File: src/common/dma_pkg.sv
////////////////////////////////////////////////////////////
// Tile DMA shared definitions
// Sizes, flit encoding and configuration register map
////////////////////////////////////////////////////////////

`default_nettype none

package dma_pkg;

  // Bus and table sizes
  localparam int DATA_W        = 32;
  localparam int TABLE_ENTRIES = 4;
  localparam int POS_W         = 2;
  localparam int LEN_W         = 5;   // 1 to 16 words
  localparam int TILE_W        = 8;

  ////////////////////////////////////////////////////////////
  // NoC flit
  ////////////////////////////////////////////////////////////

  localparam int FLIT_TYPE_W = 2;
  localparam int FLIT_W      = FLIT_TYPE_W + DATA_W;  // Type field on top of body

  localparam logic [FLIT_TYPE_W-1:0] FLIT_HEADER  = 2'd1;
  localparam logic [FLIT_TYPE_W-1:0] FLIT_PAYLOAD = 2'd2;
  localparam logic [FLIT_TYPE_W-1:0] FLIT_LAST    = 2'd3;  // Final payload flit

  // Flit body, header or payload depending on the type field
  typedef union packed {
    struct packed {
      logic [TILE_W-1:0] dest_tile;
      logic [7:0]        words;
      logic [15:0]       raddr;      // Remote word address
    } hdr;
    logic [DATA_W-1:0] data;
  } dma_flit_body_u;

  ////////////////////////////////////////////////////////////
  // Register map, offset in address bits 3:2
  ////////////////////////////////////////////////////////////

  localparam logic [1:0] REG_LADDR = 2'd0;
  localparam logic [1:0] REG_RADDR = 2'd1;
  localparam logic [1:0] REG_LEN   = 2'd2;  // Length 4:0, tile 15:8
  localparam logic [1:0] REG_CTRL  = 2'd3;  // Wr start, rd valid/done

endpackage

`default_nettype wire

File: src/common/dma_wb_if.sv
////////////////////////////////////////////////////////////
// Word-wide Wishbone bundle for the memory side
////////////////////////////////////////////////////////////

`default_nettype none

interface dma_wb_if;

  logic [dma_pkg::DATA_W-1:0] adr;
  logic [dma_pkg::DATA_W-1:0] dat_w;
  logic [dma_pkg::DATA_W-1:0] dat_r;
  logic                       we;
  logic                       cyc;
  logic                       stb;
  logic                       ack;

  // Master holds its request until ack
  modport master (output adr, dat_w, we, cyc, stb, input dat_r, ack);
  modport slave  (input adr, dat_w, we, cyc, stb, output dat_r, ack);

endinterface

`default_nettype wire

File: src/rtl/dma_cfg_wb.sv
////////////////////////////////////////////////////////////
// Configuration Wishbone slave
// Decodes register accesses into table writes and reads
////////////////////////////////////////////////////////////

`default_nettype none

module dma_cfg_wb (
  input  logic                      clk,
  input  logic                      rst,
  input  logic [dma_pkg::DATA_W-1:0] cfg_adr_i,
  input  logic [dma_pkg::DATA_W-1:0] cfg_dat_i,
  input  logic                      cfg_we_i,
  input  logic                      cfg_cyc_i,
  input  logic                      cfg_stb_i,
  output logic [dma_pkg::DATA_W-1:0] cfg_dat_o,
  output logic                      cfg_ack_o,
  output logic                      tbl_wr_en_o,
  output logic [1:0]                tbl_wr_reg_o,
  output logic [dma_pkg::POS_W-1:0] tbl_wr_pos_o,
  output logic [dma_pkg::DATA_W-1:0] tbl_wr_data_o,
  output logic                      tbl_start_o,
  input  logic [dma_pkg::DATA_W-1:0] tbl_rd_data_i
);
  import dma_pkg::*;

  logic wr_cycle;
  logic is_ctrl;

  // Single cycle ack, one cycle after the request shows up
  always_ff @(posedge clk) begin
    if (rst) begin
      cfg_ack_o <= 1'b0;
    end else begin
      cfg_ack_o <= cfg_cyc_i & cfg_stb_i & ~cfg_ack_o;
    end
  end

  // Address decode, also used as the read select
  assign tbl_wr_pos_o  = cfg_adr_i[5:4];   // Entry index
  assign tbl_wr_reg_o  = cfg_adr_i[3:2];   // Register offset
  assign tbl_wr_data_o = cfg_dat_i;

  assign is_ctrl  = (tbl_wr_reg_o == REG_CTRL);
  assign wr_cycle = cfg_ack_o & cfg_we_i;

  // Field writes and start pulse happen in the ack cycle
  assign tbl_wr_en_o = wr_cycle & ~is_ctrl;
  assign tbl_start_o = wr_cycle & is_ctrl & cfg_dat_i[0];

  assign cfg_dat_o = tbl_rd_data_i;

  // Decode in the ack cycle needs the request still on the bus
  a_ack_in_cycle : assert property (@(posedge clk) disable iff (rst)
    cfg_ack_o |-> cfg_cyc_i && cfg_stb_i);

endmodule

`default_nettype wire

File: src/rtl/dma_request_table.sv
////////////////////////////////////////////////////////////
// Transfer entry table with valid, done and irq bits
////////////////////////////////////////////////////////////

`default_nettype none

module dma_request_table (
  input  logic                              clk,
  input  logic                              rst,
  input  logic                              tbl_wr_en_i,
  input  logic [1:0]                        tbl_wr_reg_i,
  input  logic [dma_pkg::POS_W-1:0]         tbl_wr_pos_i,
  input  logic [dma_pkg::DATA_W-1:0]        tbl_wr_data_i,
  input  logic                              tbl_start_i,
  input  logic [dma_pkg::POS_W-1:0]         rd_pos_i,
  input  logic [1:0]                        rd_reg_i,
  output logic [dma_pkg::DATA_W-1:0]        tbl_rd_data_o,
  output logic [dma_pkg::TABLE_ENTRIES-1:0] valid_o,
  input  logic [dma_pkg::POS_W-1:0]         ctrl_pos_i,
  output logic [dma_pkg::DATA_W-1:0]        ctrl_laddr_o,
  output logic [dma_pkg::DATA_W-1:0]        ctrl_raddr_o,
  output logic [dma_pkg::LEN_W-1:0]         ctrl_len_o,
  output logic [dma_pkg::TILE_W-1:0]        ctrl_tile_o,
  input  logic                              done_en_i,
  input  logic [dma_pkg::POS_W-1:0]         done_pos_i,
  output logic [dma_pkg::TABLE_ENTRIES-1:0] irq_o
);
  import dma_pkg::*;

  logic [DATA_W-1:0]        laddr_q [TABLE_ENTRIES];
  logic [DATA_W-1:0]        raddr_q [TABLE_ENTRIES];
  logic [LEN_W-1:0]         len_q   [TABLE_ENTRIES];
  logic [TILE_W-1:0]        tile_q  [TABLE_ENTRIES];
  logic [TABLE_ENTRIES-1:0] valid_q;
  logic [TABLE_ENTRIES-1:0] done_q;

  // Entry fields
  always_ff @(posedge clk) begin
    if (tbl_wr_en_i) begin
      case (tbl_wr_reg_i)
        REG_LADDR: laddr_q[tbl_wr_pos_i] <= tbl_wr_data_i;
        REG_RADDR: raddr_q[tbl_wr_pos_i] <= tbl_wr_data_i;
        REG_LEN: begin
          len_q[tbl_wr_pos_i]  <= tbl_wr_data_i[LEN_W-1:0];
          tile_q[tbl_wr_pos_i] <= tbl_wr_data_i[8 +: TILE_W];
        end
        default: ;
      endcase
    end
  end

  // Start wins over a completion of the same entry
  always_ff @(posedge clk) begin
    if (rst) begin
      valid_q <= '0;
      done_q  <= '0;
    end else begin
      if (done_en_i) begin
        valid_q[done_pos_i] <= 1'b0;
        done_q[done_pos_i]  <= 1'b1;
      end
      if (tbl_start_i) begin
        valid_q[tbl_wr_pos_i] <= 1'b1;
        done_q[tbl_wr_pos_i]  <= 1'b0;
      end
    end
  end

  always_comb begin
    case (rd_reg_i)
      REG_LADDR: tbl_rd_data_o = laddr_q[rd_pos_i];
      REG_RADDR: tbl_rd_data_o = raddr_q[rd_pos_i];
      REG_LEN:   tbl_rd_data_o = {{(DATA_W-16){1'b0}}, tile_q[rd_pos_i],
                                  {(8-LEN_W){1'b0}}, len_q[rd_pos_i]};
      default:   tbl_rd_data_o = {{(DATA_W-2){1'b0}}, done_q[rd_pos_i], valid_q[rd_pos_i]};
    endcase
  end

  assign ctrl_laddr_o = laddr_q[ctrl_pos_i];
  assign ctrl_raddr_o = raddr_q[ctrl_pos_i];
  assign ctrl_len_o   = len_q[ctrl_pos_i];
  assign ctrl_tile_o  = tile_q[ctrl_pos_i];

  assign valid_o = valid_q;
  assign irq_o   = done_q;

  // Initiator only completes entries that were started
  a_done_valid : assert property (@(posedge clk) disable iff (rst)
    done_en_i |-> valid_q[done_pos_i]);

endmodule

`default_nettype wire

File: src/dma_initiator/dma_initiator.sv
////////////////////////////////////////////////////////////
// DMA initiator
// Reads a started entry from memory, sends it as a packet
////////////////////////////////////////////////////////////

`default_nettype none

module dma_initiator (
  input  logic                              clk,
  input  logic                              rst,
  input  logic [dma_pkg::TABLE_ENTRIES-1:0] valid_i,
  output logic [dma_pkg::POS_W-1:0]         ctrl_pos_o,
  input  logic [dma_pkg::DATA_W-1:0]        ctrl_laddr_i,
  input  logic [dma_pkg::DATA_W-1:0]        ctrl_raddr_i,
  input  logic [dma_pkg::LEN_W-1:0]         ctrl_len_i,
  input  logic [dma_pkg::TILE_W-1:0]        ctrl_tile_i,
  output logic                              done_en_o,
  output logic [dma_pkg::POS_W-1:0]         done_pos_o,
  output logic [dma_pkg::FLIT_W-1:0]        noc_out_flit_o,
  output logic                              noc_out_valid_o,
  input  logic                              noc_out_ready_i,
  dma_wb_if.master                          mem
);
  import dma_pkg::*;

  logic                   busy_q;
  logic [POS_W-1:0]       pos_q;
  logic [POS_W-1:0]       pick;
  logic [LEN_W-1:0]       idx_q;       // Next word to read
  logic                   cyc_q;
  logic [DATA_W-1:0]      adr_q;
  logic [FLIT_W-1:0]      flit_q;      // One-flit holding register
  logic                   out_valid_q;
  logic                   flit_sent;
  logic                   last_sent;
  logic                   last_word;
  dma_flit_body_u         hdr_body;

  // Lowest valid entry
  always_comb begin
    pick = '0;
    for (int i = TABLE_ENTRIES - 1; i >= 0; i--) begin
      if (valid_i[i]) pick = POS_W'(i);
    end
  end

  assign ctrl_pos_o = busy_q ? pos_q : pick;

  always_comb begin
    hdr_body.hdr.dest_tile = ctrl_tile_i;
    hdr_body.hdr.words     = 8'(ctrl_len_i);
    hdr_body.hdr.raddr     = ctrl_raddr_i[15:0];
  end

  assign flit_sent = out_valid_q & noc_out_ready_i;
  assign last_sent = flit_sent & (flit_q[FLIT_W-1 -: FLIT_TYPE_W] == FLIT_LAST);
  assign last_word = (idx_q == ctrl_len_i - LEN_W'(1));

  always_ff @(posedge clk) begin
    if (rst) begin
      busy_q      <= 1'b0;
      cyc_q       <= 1'b0;
      out_valid_q <= 1'b0;
    end else begin
      if (!busy_q && |valid_i) begin
        busy_q      <= 1'b1;
        out_valid_q <= 1'b1;           // Header first
      end else if (flit_sent) begin
        out_valid_q <= 1'b0;
        if (last_sent) busy_q <= 1'b0;
        else           cyc_q  <= 1'b1; // Fetch next word
      end else if (cyc_q && mem.ack) begin
        cyc_q       <= 1'b0;
        out_valid_q <= 1'b1;
      end
    end
  end

  // Datapath
  always_ff @(posedge clk) begin
    if (!busy_q && |valid_i) begin
      pos_q  <= pick;
      idx_q  <= '0;
      flit_q <= {FLIT_HEADER, hdr_body};
    end else if (flit_sent && !last_sent) begin
      adr_q <= ctrl_laddr_i + DATA_W'(idx_q);
    end else if (cyc_q && mem.ack) begin
      flit_q <= {last_word ? FLIT_LAST : FLIT_PAYLOAD, mem.dat_r};
      idx_q  <= idx_q + LEN_W'(1);
    end
  end

  assign noc_out_flit_o  = flit_q;
  assign noc_out_valid_o = out_valid_q;

  assign done_en_o  = last_sent;
  assign done_pos_o = pos_q;

  // Read-only master
  assign mem.adr   = adr_q;
  assign mem.dat_w = '0;
  assign mem.we    = 1'b0;
  assign mem.cyc   = cyc_q;
  assign mem.stb   = cyc_q;

  a_flit_hold : assert property (@(posedge clk) disable iff (rst)
    noc_out_valid_o && !noc_out_ready_i |=> noc_out_valid_o && $stable(noc_out_flit_o));

endmodule

`default_nettype wire

File: src/dma_target/dma_target.sv
////////////////////////////////////////////////////////////
// DMA target
// Writes the payload of incoming packets to local memory
////////////////////////////////////////////////////////////

`default_nettype none

module dma_target #(
  parameter logic [dma_pkg::TILE_W-1:0] TILE_ID = '0
) (
  input  logic                       clk,
  input  logic                       rst,
  input  logic [dma_pkg::FLIT_W-1:0] noc_in_flit_i,
  input  logic                       noc_in_valid_i,
  output logic                       noc_in_ready_o,
  dma_wb_if.master                   mem
);
  import dma_pkg::*;

  logic                   rdy_q;
  logic                   cyc_q;
  logic                   drop_q;    // Packet for another tile
  logic [15:0]            base_q;
  logic [LEN_W-1:0]       idx_q;
  logic [DATA_W-1:0]      adr_q;
  logic [DATA_W-1:0]      dat_q;
  logic                   take;
  logic                   is_hdr;
  logic [FLIT_TYPE_W-1:0] ftype;
  dma_flit_body_u         body;

  assign ftype  = noc_in_flit_i[FLIT_W-1 -: FLIT_TYPE_W];
  assign body   = noc_in_flit_i[DATA_W-1:0];
  assign is_hdr = (ftype == FLIT_HEADER);
  assign take   = noc_in_valid_i & rdy_q;

  always_ff @(posedge clk) begin
    if (rst) begin
      rdy_q  <= 1'b0;
      cyc_q  <= 1'b0;
      drop_q <= 1'b0;
    end else begin
      if (cyc_q && mem.ack) begin
        cyc_q <= 1'b0;
        rdy_q <= 1'b1;
      end else if (!cyc_q) begin
        rdy_q <= 1'b1;
      end
      if (take) begin
        if (is_hdr) begin
          drop_q <= (body.hdr.dest_tile != TILE_ID);
        end else if (!drop_q) begin
          cyc_q <= 1'b1;               // One write in flight
          rdy_q <= 1'b0;
        end
      end
    end
  end

  always_ff @(posedge clk) begin
    if (take) begin
      if (is_hdr) begin
        base_q <= body.hdr.raddr;
        idx_q  <= '0;
      end else begin
        adr_q <= DATA_W'(base_q) + DATA_W'(idx_q);
        dat_q <= body.data;
        idx_q <= idx_q + LEN_W'(1);
      end
    end
  end

  assign noc_in_ready_o = rdy_q;

  assign mem.adr   = adr_q;
  assign mem.dat_w = dat_q;
  assign mem.we    = 1'b1;
  assign mem.cyc   = cyc_q;
  assign mem.stb   = cyc_q;

endmodule

`default_nettype wire

File: src/rtl/dma_wb_arbiter.sv
////////////////////////////////////////////////////////////
// Memory bus arbiter, target has priority over initiator
////////////////////////////////////////////////////////////

`default_nettype none

module dma_wb_arbiter (
  input  logic     clk,
  input  logic     rst,
  dma_wb_if.slave  init,
  dma_wb_if.slave  tgt,
  dma_wb_if.master mem
);

  logic grant_tgt_q;
  logic grant_tgt_d;
  logic owner_busy;

  assign owner_busy = grant_tgt_q ? tgt.cyc : init.cyc;

  // Hold while the owner runs a cycle, else re-arbitrate
  always_comb begin
    if (owner_busy)    grant_tgt_d = grant_tgt_q;
    else if (tgt.cyc)  grant_tgt_d = 1'b1;
    else if (init.cyc) grant_tgt_d = 1'b0;
    else               grant_tgt_d = 1'b1;
  end

  always_ff @(posedge clk) begin
    if (rst) grant_tgt_q <= 1'b1;
    else     grant_tgt_q <= grant_tgt_d;
  end

  assign mem.adr   = grant_tgt_q ? tgt.adr   : init.adr;
  assign mem.dat_w = grant_tgt_q ? tgt.dat_w : init.dat_w;
  assign mem.we    = grant_tgt_q ? tgt.we    : init.we;
  assign mem.cyc   = grant_tgt_q ? tgt.cyc   : init.cyc;
  assign mem.stb   = grant_tgt_q ? tgt.stb   : init.stb;

  assign init.dat_r = mem.dat_r;
  assign tgt.dat_r  = mem.dat_r;
  assign init.ack   = mem.ack & ~grant_tgt_q;
  assign tgt.ack    = mem.ack & grant_tgt_q;

  // An ack only reaches the side that owns the running cycle
  a_ack_owner : assert property (@(posedge clk) disable iff (rst)
    mem.ack |-> (grant_tgt_q ? tgt.cyc : init.cyc));

endmodule

`default_nettype wire

File: src/rtl/dma_top.sv
////////////////////////////////////////////////////////////
// Tile DMA engine top level
// Config slave, NoC in/out and shared memory master
////////////////////////////////////////////////////////////

`default_nettype none

module dma_top #(
  parameter logic [dma_pkg::TILE_W-1:0] TILE_ID = '0
) (
  input  logic                              clk,
  input  logic                              rst,
  input  logic [dma_pkg::DATA_W-1:0]        cfg_adr_i,
  input  logic [dma_pkg::DATA_W-1:0]        cfg_dat_i,
  input  logic                              cfg_we_i,
  input  logic                              cfg_cyc_i,
  input  logic                              cfg_stb_i,
  output logic [dma_pkg::DATA_W-1:0]        cfg_dat_o,
  output logic                              cfg_ack_o,
  output logic [dma_pkg::FLIT_W-1:0]        noc_out_flit_o,
  output logic                              noc_out_valid_o,
  input  logic                              noc_out_ready_i,
  input  logic [dma_pkg::FLIT_W-1:0]        noc_in_flit_i,
  input  logic                              noc_in_valid_i,
  output logic                              noc_in_ready_o,
  output logic [dma_pkg::DATA_W-1:0]        mem_adr_o,
  output logic [dma_pkg::DATA_W-1:0]        mem_dat_o,
  output logic                              mem_we_o,
  output logic                              mem_cyc_o,
  output logic                              mem_stb_o,
  input  logic [dma_pkg::DATA_W-1:0]        mem_dat_i,
  input  logic                              mem_ack_i,
  output logic [dma_pkg::TABLE_ENTRIES-1:0] irq_o
);
  import dma_pkg::*;

  logic                     tbl_wr_en;
  logic [1:0]               tbl_wr_reg;
  logic [POS_W-1:0]         tbl_wr_pos;
  logic [DATA_W-1:0]        tbl_wr_data;
  logic                     tbl_start;
  logic [DATA_W-1:0]        tbl_rd_data;
  logic [TABLE_ENTRIES-1:0] valid;
  logic [POS_W-1:0]         ctrl_pos;
  logic [DATA_W-1:0]        ctrl_laddr;
  logic [DATA_W-1:0]        ctrl_raddr;
  logic [LEN_W-1:0]         ctrl_len;
  logic [TILE_W-1:0]        ctrl_tile;
  logic                     done_en;
  logic [POS_W-1:0]         done_pos;

  dma_wb_if init_bus ();
  dma_wb_if tgt_bus ();
  dma_wb_if mem_bus ();

  dma_cfg_wb cfg_i (
    .clk, .rst,
    .cfg_adr_i, .cfg_dat_i, .cfg_we_i, .cfg_cyc_i, .cfg_stb_i,
    .cfg_dat_o, .cfg_ack_o,
    .tbl_wr_en_o   (tbl_wr_en),
    .tbl_wr_reg_o  (tbl_wr_reg),
    .tbl_wr_pos_o  (tbl_wr_pos),
    .tbl_wr_data_o (tbl_wr_data),
    .tbl_start_o   (tbl_start),
    .tbl_rd_data_i (tbl_rd_data)
  );

  // Read select is the decoded config address
  dma_request_table table_i (
    .clk, .rst,
    .tbl_wr_en_i   (tbl_wr_en),
    .tbl_wr_reg_i  (tbl_wr_reg),
    .tbl_wr_pos_i  (tbl_wr_pos),
    .tbl_wr_data_i (tbl_wr_data),
    .tbl_start_i   (tbl_start),
    .rd_pos_i      (tbl_wr_pos),
    .rd_reg_i      (tbl_wr_reg),
    .tbl_rd_data_o (tbl_rd_data),
    .valid_o       (valid),
    .ctrl_pos_i    (ctrl_pos),
    .ctrl_laddr_o  (ctrl_laddr),
    .ctrl_raddr_o  (ctrl_raddr),
    .ctrl_len_o    (ctrl_len),
    .ctrl_tile_o   (ctrl_tile),
    .done_en_i     (done_en),
    .done_pos_i    (done_pos),
    .irq_o
  );

  dma_initiator init_i (
    .clk, .rst,
    .valid_i      (valid),
    .ctrl_pos_o   (ctrl_pos),
    .ctrl_laddr_i (ctrl_laddr),
    .ctrl_raddr_i (ctrl_raddr),
    .ctrl_len_i   (ctrl_len),
    .ctrl_tile_i  (ctrl_tile),
    .done_en_o    (done_en),
    .done_pos_o   (done_pos),
    .noc_out_flit_o, .noc_out_valid_o, .noc_out_ready_i,
    .mem          (init_bus)
  );

  dma_target #(.TILE_ID(TILE_ID)) tgt_i (
    .clk, .rst,
    .noc_in_flit_i, .noc_in_valid_i, .noc_in_ready_o,
    .mem (tgt_bus)
  );

  dma_wb_arbiter arb_i (
    .clk, .rst,
    .init (init_bus),
    .tgt  (tgt_bus),
    .mem  (mem_bus)
  );

  // Flatten the arbitrated bus
  assign mem_adr_o     = mem_bus.adr;
  assign mem_dat_o     = mem_bus.dat_w;
  assign mem_we_o      = mem_bus.we;
  assign mem_cyc_o     = mem_bus.cyc;
  assign mem_stb_o     = mem_bus.stb;
  assign mem_bus.dat_r = mem_dat_i;
  assign mem_bus.ack   = mem_ack_i;

endmodule

`default_nettype wire

File: config.mk
export PLATFORM = sky130hd
export DESIGN_NAME = dma_top
export DESIGN_NICKNAME = d
export VERILOG_FILES = /design/src/common/dma_pkg.sv /design/src/common/dma_wb_if.sv /design/src/rtl/dma_cfg_wb.sv /design/src/rtl/dma_request_table.sv /design/src/dma_initiator/dma_initiator.sv /design/src/dma_target/dma_target.sv /design/src/rtl/dma_wb_arbiter.sv /design/src/rtl/dma_top.sv
export SDC_FILE = /design/constraint.sdc
export NUM_CORES = 1
export LEC_CHECK = 0
export BUFFER_PORTS_ARGS = -buffer_cell sky130_fd_sc_hd__buf_4
export CORE_MARGIN = 2
export CORE_UTILIZATION = 52
export CTS_CLUSTER_SIZE = 16
export DETAILED_ROUTE_END_ITERATION = 8
export PLACE_DENSITY = 0.78
export SETUP_SLACK_MARGIN = 0.05
export SYNTH_ARGS = -nofsm -noshare
export SYNTH_HDL_FRONTEND = slang
export SYNTH_SLANG_ARGS = --single-unit
File: constraint.sdc
create_clock -name clk -period 6.1 [get_ports clk]
set_clock_uncertainty 0.05 [all_clocks]
set_input_delay 0.305 -clock clk [delete_from_list [all_inputs] [get_ports clk]]
set_output_delay 0.305 -clock clk [all_outputs]
set_load 0.02 [all_outputs]
# --- Word level (Yosys, flattened, before mapping) ---
# Memory sizes are Yosys's and may differ from the RTL's.
# Index checks and enable logic that the tools add are counted.
word_totals:
  reg_bits: 174
  mem_bits_rw: 308
  inputBits: 138
  output_inout_bits: 140
  wordCells: 143
  n_memories: 4
memory_table:
  columns: ["name", "depth", "width", "read_ports", "rd_clocked_by_memory_dff", "write_ports", "line", "source"]
  rows:
  - ["table_i.laddr_q", 4, 32, 2, 0, 1, "dma_request_table.sv:30", "logic [DATA_W-1:0] laddr_q [TABLE_ENTRIES];"]
  - ["table_i.raddr_q", 4, 32, 2, 0, 1, "dma_request_table.sv:31", "logic [DATA_W-1:0] raddr_q [TABLE_ENTRIES];"]
  - ["table_i.tile_q", 4, 8, 2, 0, 1, "dma_request_table.sv:33", "logic [TILE_W-1:0] tile_q [TABLE_ENTRIES];"]
  - ["table_i.len_q", 4, 5, 2, 0, 1, "dma_request_table.sv:32", "logic [LEN_W-1:0] len_q [TABLE_ENTRIES];"]
op_classes:
  n_addsub: 5
  n_lt_le_gt_ge: 4
  eq_ne: 8
  n_mux: 57
  bitwise_logic: 23
  n_reduce_logical: 23
op_table:
  columns: ["operator", "n"]
  rows:
  - ["$mux 32", 5]
  - ["$pmux 32 s3", 1]
  - ["$mux 1", 36]
  - ["$add 32x5->32", 1]
  - ["$mux 4", 6]
  - ["$add 16x5->17", 1]
  - ["$reduce_and 2->1", 6]
  - ["$and 1x1->1", 11]
  - ["$add 5x1->5 const B", 2]
  - ["$mux 2", 5]
  - ["$and 4x4->4", 2]
  - ["$not 4->4", 2]
  - ["$or 4x4->4", 2]
  - ["$reduce_bool 2->1", 4]
  - ["$reduce_bool 8->1", 1]
  - ["$eq 2x2->1 const B", 3]
  - ["$logic_and 1x1->1", 6]
  - ["$lt 2x3->1 const B", 2]
  - ["$not 1->1", 6]
  - ["$eq 5x5->1", 1]
  - ["$sub 5x1->5 const B", 1]
  - ["$bmux 1 s2", 2]
  - ["$demux 1 s2", 2]
  - ["$eq 2x1->1 const B", 2]
  - ["other kinds (8)", 10]

# --- Longest topological paths before layout ---
# Gate-level depths: netlist of run 1.
logic_depth:
  ltp_word: 10
  mapped_depth: 23
  depth_no_buf: 16

# --- Modules after synthesis ---
# Synthesis of run 1 repeated with hierarchy kept, for this count alone.
unflattened:
  hier_cells: 1357
  hier_area_um2: 23177.2
by_module_without_submodules:
  columns: ["module", "n_inst", "cells_per_inst", "area_each_um2", "seq_area_each_um2"]
  rows:
  - ["dma_request_table", 1, 637, 13975.9, 9409.0]
  - ["dma_initiator", 1, 330, 4113.9, 2152.1]
  - ["dma_target", 1, 171, 2860.2, 2162.1]
  - ["dma_wb_arbiter", 1, 145, 1666.6, 20.0]
  - ["dma_cfg_wb", 1, 74, 560.5, 20.0]

# --- Least setup slack after synthesis of run 1 ---
# OpenSTA, ideal clock, no wires.
synth_timing:
  path_type: "register to register"
  startpoint: "register init_i.busy_q"
  endpoint: "register init_i.adr_q[23], in the netlist init_i.mem.adr[23] (data pin)"
  setup_time_ps: 257
  t_arrival_ps: 4247
  required_ps: 5793
  setup_slack_ps: 1546
  stages_incl_launch_ff: 21
  path_buffers: 7
  synth_period_minus_slack_ps: 4554
  path_cell_list: "dfxtp_1 -> buf_6 -> o41ai_4 -> buf_6 -> buf_4 -> buf_4 -> buf_2 -> clkbuf_1 -> buf_1 -> nand2_1 -> and3_1 -> a31oi_1 -> ha_1 -> a21oi_1 -> nor2b_1 -> o21ai_0 -> a21o_1 -> or4_4 -> nand3b_4 -> or3_1 -> xor2_1"
synth_via:
  elab_chain_cells: 3
synth_rtl:
  columns: ["item", "line", "source"]
  rows:
  - ["start: declaration", "dma_initiator.sv:26", "logic busy_q;"]
  - ["start signal: assignment", "dma_initiator.sv:61", "busy_q <= 1'b0;"]
  - ["start signal: assignment", "dma_initiator.sv:66", "busy_q <= 1'b1;"]
  - ["start signal: assignment", "dma_initiator.sv:70", "if (last_sent) busy_q <= 1'b0;"]
  - ["$mux 2", "dma_initiator.sv:47", "assign ctrl_pos_o = busy_q ? pos_q : pick;"]
  - ["$mem_v2 4x32", null, null]
  - ["$add 32x5->32", "dma_initiator.sv:86", "adr_q <= ctrl_laddr_i + DATA_W'(idx_q);"]
  - ["end signal: assignment", "dma_initiator.sv:86", null]
  - ["end: declaration", "dma_initiator.sv:31", "logic [DATA_W-1:0] adr_q;"]
# Every way passes these cells.
# A chain may end at the register's enable or synchronous reset.

# --- Final worst setup path of run 1 ---
layout_timing:
  startpoint: "register table_i.valid_q[3], in the netlist table_i.valid_o[3]"
  endpoint: "register init_i.adr_q[23], in the netlist init_i.mem.adr[23] (data pin)"
layout_via:
  elab_chain_cells: 7
layout_rtl:
  columns: ["item", "line", "source"]
  rows:
  - ["start: declaration", "dma_request_table.sv:34", "logic [TABLE_ENTRIES-1:0] valid_q;"]
  - ["start signal: assignment", "dma_request_table.sv:55", "valid_q <= '0;"]
  - ["start signal: indexed assignment", "dma_request_table.sv:59", "valid_q[done_pos_i] <= 1'b0;"]
  - ["start signal: indexed assignment", "dma_request_table.sv:63", "valid_q[tbl_wr_pos_i] <= 1'b1;"]
  - ["$mux 2 (4 in series)", "dma_initiator.sv:43", "if (valid_i[i]) pick = POS_W'(i);"]
  - ["$mux 2", "dma_initiator.sv:47", null]
  - ["$mem_v2 4x32", null, null]
  - ["$add 32x5->32", "dma_initiator.sv:86", null]
# Every way passes these cells.

==> flow_summary_export.csv, run 1 <==
group,metric,value,unit
outcome,status,"finished clean",
setup_path,rrSetupSlack,1.47,ns
layout,post-route-util,64.29,%
pwr,max-vdd-ir-drop,0.2646,mV
routing,routedWlPerCell,22.63,um
layout,area_delta_synth_final,22.82,%
clocking,path_clk_slew,0.06,ns
layout,drive_gt1_share,24.24,%
sta,fin_crit_sh,75.93,%
clocking,cts_resized,0,
yosys,syn_avg_cell_area,13.82,sq um
clocking,cts_max_path_buffers,3,
min_path,hold_path_startpoint,"noc_out_ready_i",
setup_path,start_kind,"flip-flop",
grt,grt_max_degree,93,
sta,setup_viol,0,
routing,drtIter0Drc,1583,
clocking,root_buffer,"clkbuf_16",
yosys,seq_area_frac_synth,64.84,%
yosys,yosysUniqueCellTypes,59,
routing,wirelength,55260,um
setup_path,crit_start,"table_i.valid_o[3]",
yosys,synth-seq-cells,467,
clocking,tritoncts,"built",
yosys,synth_enable_flop_cells,441,
grt,grt_pass1_vias,14482,
clocking,cts_buffers,47,
yosys,synth_commonest_cells,"441 x edfxtp_1, 248 x nand2_1, 105 x nor2_1",
placed_design,hpwlAfterDp,35640,um
grt,grt_busiest_layer,"met2",
pwr,p_leak,0.009367,uW
die,die-area,42450,sq um
yosys,yosysMostFrequentCell,"edfxtp_1",
layout,final_cells,2442,
pwr,p_int,5245,uW
grt,grt_use_met2,43.74,%
setup_path,worst_setup_path_end_kind,"flip-flop",
sta,slew_viol_final,0,
sta,worst_slew_pin_slew,1.229,ns
yosys,synthTopCellsByArea,"edfxtp_1 62%, mux4_2 8.4%, nand2_1 4.4%, mux2i_1 3.2%, dfxtp_1 2.5%",
sta,slew_headroom,18.01,%
pwr,seqPwrFrac,53.1,%
setup_path,r2r-start,"table_i.valid_o[3]",
pwr,powerDensity,256.2,nW/um^2
yosys,synth_nets,1689,
yosys,ys.flop_type,"edfxtp_1",
setup_path,crit_type,"reg -> reg",
layout,design_area,26070,sq um
die,die_h,206.0,um
setup_path,cp_max_fo,13,
die,io_pins,278,
flow_run,drv_cap,0,
min_path,hp-class,"in -> reg",
clocking,cts_max_level,2,
sta,layout_min_cycle_time,4.632,ns
die,rows,74,
sta,hold_viol,0,
layout,diodes,0,
layout,fillers,2914,
placed_design,place_inst,2256,
yosys,yosysWarningCount,0,
pwr,pwr-share-clk,40.1,%
setup_path,cp_data_required_time,6.38,ns
grt,met1_usage,34.62,%
clocking,cts_sinks,467,
yosys,synth_top_area_share,62.38,%
routing,ant_nets,0,
sta,clock.fmax,215.9,MHz
grt,grt_pass1_wl,83360,um
placed_design,dpl_cell_area,23660,sq um
sta,rsz0062_at_grt,"false",
sta,setup_slack,1.469,ns
sta,finalSetupTns,0,ns
grt,grt_overflow,0,
routing,vias,14532,
layout,final_nets,2025,
routing,drc_errors,0,
yosys,synth_top_area_cell,"edfxtp_1",
die,core,40550,sq um
routing,firstDrtPassIters,7,
setup_path,r2r_end,"init_i.mem.adr[23]",
routing,vias_per_cell,5.951,
placed_design,place_ws,1.531,ns
grt,grt_util_all_layers,26.08,%
pwr,combPwrFrac,6.8,%
pwr,swShare,21.47,%
grt,met3_usage,4.510,%
clocking,postCtsSetupRepairBufs,0,
min_path,hold_depth,4,
placed_design,placement.io_buffers,249,
yosys,mappedNetlistArea,21230,sq um
clocking,clk_latency,0.59,ns
pwr,netSwitchingPower,1434,uW
setup_path,cp.arrival,4.91,ns
setup_path,reg2reg_depth,13,
yosys,async_reset_ff_share,0,%
grt,antenna_found_initial,0,
die,die_x,206.0,um
die,start_util,52.34,%
yosys,syn_inst,1536,
min_path,min_to,"init_i.noc_out_valid_o",
placed_design,place.gp.congestion,0.8631,
logic make-up after synthesis:
kind of cell,count (synthesis),synth area share [%]
multiplexers,167,12.67
XOR/XNOR,54,2.228
AO/OA/AOI/OAI,135,4.497
buffers and inverters,118,2.287
flip-flops,467,64.84
adder cells (fa/ha/maj),15,0.9549
AND/OR/NAND/NOR,580,12.53
metal layers:
layer / wire (um) / share of wire (%)
met1: 21590 / 39
met2: 27490 / 50
met3: 4822 / 8.7
met4: 1363 / 2.5
met5: 0 / 0
final cells by class:
| type | instances | area [sq um] | share of cell area [%] |
|---|---|---|---|
| Timing Repair Buffer | 377 | 3078 | 11.81 |
| Multi-Input combinational cell | 951 | 7038 | 26.99 |
| Clock inverter | 21 | 112.6 | 0.4319 |
| Tap cell | 532 | 665.6 | 2.553 |
| Inverter | 28 | 105.1 | 0.4031 |
| Clock buffer | 66 | 1309 | 5.020 |
| Sequential cell | 467 | 13760 | 52.79 |
what timing repair did:
item,4_1_cts,5_1_grt
hold buffers,99,0
setup endpoints to repair,0,0
hold endpoints to repair,403,0
critical path, stage by stage (launching register included):
cell and delay [ns]:
dfxtp_1 0.32, nor2b_1 0.15, o21ai_0 0.77, and2_2 0.52, and3_1 0.22, a31oi_1 0.06
ha_1 0.35, nor2b_1 0.18, o21ai_0 0.19, a21o_1 0.26, or4_4 0.46, nand3b_4 0.25
or3_1 0.42, xor2_1 0.16
flip-flops by register name (all words and copies together) (netlist names):
name	flops
arb_i.grant_tgt_q	1
table_i.laddr_q	128
init_i.mem.adr	32
table_i.valid_o	4
cfg_i.cfg_ack_o	1
tgt_i.mem.cyc	1
table_i.tile_q	32
init_i.busy_q	1
tgt_i.base_q	16
table_i.raddr_q	128
tgt_i.mem.adr	17
tgt_i.mem.dat_w	32
init_i.noc_out_flit_o	34
init_i.mem.cyc	1
init_i.idx_q	5
table_i.len_q	20
tgt_i.idx_q	5
table_i.irq_o	4
init_i.noc_out_valid_o	1
init_i.done_pos_o	2
tgt_i.drop_q	1
tgt_i.noc_in_ready_o	1
power groups by stage:
stage	Combinational (uW)	Sequential [uW]	Clock, uW
3_5_place_dp	405	3610	0
5_1_grt	488	3540	2840
4_1_cts	457	3540	2720
2_1_floorplan	211	3610	0
6_report	456	3540	2680
3_3_place_gp	396	3610	0
layout by cell type, fill, tap and decap left out, types with 22 or more instances in the layout:
cell type / Yosys / layout
a21oi_1: 29 / 29
a32o_1: 24 / 24
and2_1: 34 / 33
and3_1: 22 / 22
buf_4: 4 / 278
clkbuf_16: 0 / 48
dfxtp_1: 26 / 25
dlygate4sd3_1: 0 / 99
edfxtp_1: 441 / 441
inv_1: 28 / 28
mux2i_1: 67 / 67
mux4_2: 79 / 79
nand2_1: 248 / 247
nand3_1: 98 / 98
nor2_1: 105 / 96
nor2b_1: 26 / 26
o21ai_0: 24 / 24
xnor2_1: 34 / 34
how the worst max path moves through the flow:
stage | endpoint | slack (ns) | cells after the start
final | init_i.mem.adr[23] | 1.47 | 13
after global routing | init_i.mem.adr[26] | 1.20 | 8
after CTS | init_i.mem.adr[23] | 1.51 | 13
after detailed placement | init_i.mem.adr[28] | 1.53 | 9
after global placement | init_i.mem.adr[28] | 1.66 | 9
after floorplan | init_i.mem.adr[23] | 1.55 | 20
metrics by stage:
step	hold slack, ns	power, uW
final	0.04639	6679
after global routing	0.05009	6873
after CTS	0.01274	6723
after detailed placement	0.3935	4016
after global placement	0.3833	4007
after floorplan	0.3271	3823
Note: power is estimated with default switching activity, not from simulation.
==> run 2, diff against run 1 <==
clock period = 4.8 ns   (was 6.1 ns; I/O delays follow)
==> flow_summary_export.csv, run 2 (synthesized netlist as in run 1, its figures left out) <==
group,metric,value,unit
outcome,status,"finished clean",
placed_design,place.gp.congestion,0.9030,
pwr,seqPwrFrac,51.1,%
clocking,cts_resized,0,
clocking,clk_latency,0.59,ns
grt,antenna_found_initial,0,
sta,slew_headroom,14.83,%
sta,layout_min_cycle_time,4.408,ns
setup_path,worst_setup_path_end_kind,"flip-flop",
sta,hold_ws,0.06212,ns
grt,grt_overflow,0,
pwr,swShare,21.21,%
sta,fin_crit_sh,91.83,%
clocking,tritoncts,"built",
setup_path,worstPathCellList,"nand2_1 -> o41a_2 -> buf_4 -> nand2_1 -> and3_1 -> a31oi_1 -> ha_1 -> nor2_1 -> a21o_1 -> or4_4 -> nand3b_4 -> or3_1 -> xor2_1",
placed_design,hpwlAfterDp,35640,um
routing,firstDrtPassIters,6,
setup_path,cp_data_required_time,5.08,ns
clocking,cts_max_level,2,
clocking,cts_sinks,467,
routing,vias_per_cell,5.975,
sta,setup_viol,0,
layout,diodes,0,
clocking,cts_buffers,47,
min_path,hp-class,"in -> reg",
grt,grt_pass1_vias,14483,
routing,drtIter0Drc,1732,
routing,ant_nets,0,
pwr,pwr-share-clk,42.4,%
pwr,netSwitchingPower,1870,uW
sta,clock.fmax,226.9,MHz
placed_design,placement.io_buffers,249,
layout,final_cell_mix,"441 x edfxtp_1, 276 x buf_4, 247 x nand2_1, 101 x dlygate4sd3_1, 98 x nand3_1",
clocking,root_buffer,"clkbuf_16",
placed_design,place_ws,0.4355,ns
pwr,p_total,8819,uW
placed_design,dpl_cell_area,23690,sq um
sta,worst_slew_pin_slew,1.278,ns
flow_run,drv_cap,0,
sta,rsz0062_at_grt,"false",
setup_path,start_kind,"flip-flop",
sta,slew_viol_final,0,
setup_path,crit_path_max_incr_delay,0.51,ns
sta,setup_slack,0.3922,ns
setup_path,cp_max_fo,44,
setup_path,cp.arrival,4.69,ns
sta,finalSetupTns,0,ns
setup_path,crit_family,"simple AND/OR/NAND/NOR gates",
pwr,combPwrFrac,6.6,%
grt,grt_max_degree,118,
routing,routedWlPerCell,22.86,um
layout,area_delta_synth_final,23.70,%
setup_path,crit_top_cell,"nand2_1",
setup_path,worst-path-buf-inv,1,
die,start_util,52.34,%
grt,grt_util_all_layers,26.18,%
layout,final_nets,2027,
setup_path,crit_slowest_cell,"buf_4",
die,io_pins,278,
routing,drc_errors,0,
routing,wirelength,55900,um
pwr,max-vdd-ir-drop,0.2508,mV
layout,design_area,26260,sq um
die,die-area,42450,sq um
die,die_x,206.0,um
die,rows,74,
grt,grt_pass1_wl,83430,um
die,core,40550,sq um
setup_path,crit_type,"reg -> reg",
pwr,powerDensity,335.8,nW/um^2
layout,drive_gt1_share,24.73,%
pwr,p_int,6948,uW
pwr,p_leak,0.009449,uW
clocking,cts_max_path_buffers,3,
clocking,path_clk_slew,0.06,ns
die,die_h,206.0,um
routing,vias,14609,
layout,final_common_cell,"edfxtp_1",
sta,hold_viol,0,
run 2: cell types whose count changed in the layout (fill, tap and decap cells not counted), sizes merged:
cell | before | now
clkinvlp | 2 | 4
inv | 29 | 32
bufinv | 0 | 7
clkbuf | 66 | 54
clkinv | 18 | 19
dlygate4sd3 | 99 | 101
run 2: power groups by stage:
stage                     registers (uW)  logic, uW  clock network (uW)
final                               4500        579                3730
after CTS                           4500        580                3780
after global placement              4590        503                   0
after detailed placement            4590        511                   0
after global routing                4510        623                3950
after floorplan                     4590        268                   0
run 2: routing by layer:
metal | wire length, um | vias to the layer above | track usage (%)
met1 | 22100 | 7263 | 34.70
li1 | - | 6453 | -
met4 | 1608 | 0 | 9.158
met5 | 0 | - | 0
met2 | 27490 | 786 | 43.50
met3 | 4699 | 107 | 5.014
run 2: worst min-delay path, cell delays in order:
cell and delay [ns]:
buf_4 0.08, nor2b_1 0.14, nor2_1 0.12
run 2: per-stage QoR:
| step | util [%] | instances |
|---|---|---|
| 2_1_floorplan | - | 1536 |
| 3_3_place_gp | 58.40 | 2256 |
| 3_5_place_dp | 58.40 | 2256 |
| 4_1_cts | 64.75 | 2445 |
| 5_1_grt | 64.75 | 2445 |
| 6_report | 64.75 | 2445 |
run 2: timing repair:
action	in CTS	in global routing
setup endpoints to repair	0	0
hold buffers	101	0
endpoints found under the hold margin	404	0
buffers inserted	0	0
run 2: worst paths after layout:
path	startpoint	to	slack, ns	cells past startpoint
max	init_i.done_pos_o[1]	init_i.mem.adr[23]	0.39	13
min reg2reg	init_i.mem.cyc	arb_i.grant_tgt_q	0.40	1
max reg2reg	init_i.done_pos_o[1]	init_i.mem.adr[23]	0.39	13
min	noc_in_flit_i[33]	tgt_i.idx_q[0]	0.06	3
run 2: layout make-up:
class                   instances  area (sq um)
clock buffers                  54          1202
fillers                      2900         14300
flip-flops and latches        467         13760
clock inverters                34         360.3
multi-input cells             951          7038
well taps                     532         665.6
inverters                      28         105.1
repair buffers                379          3123
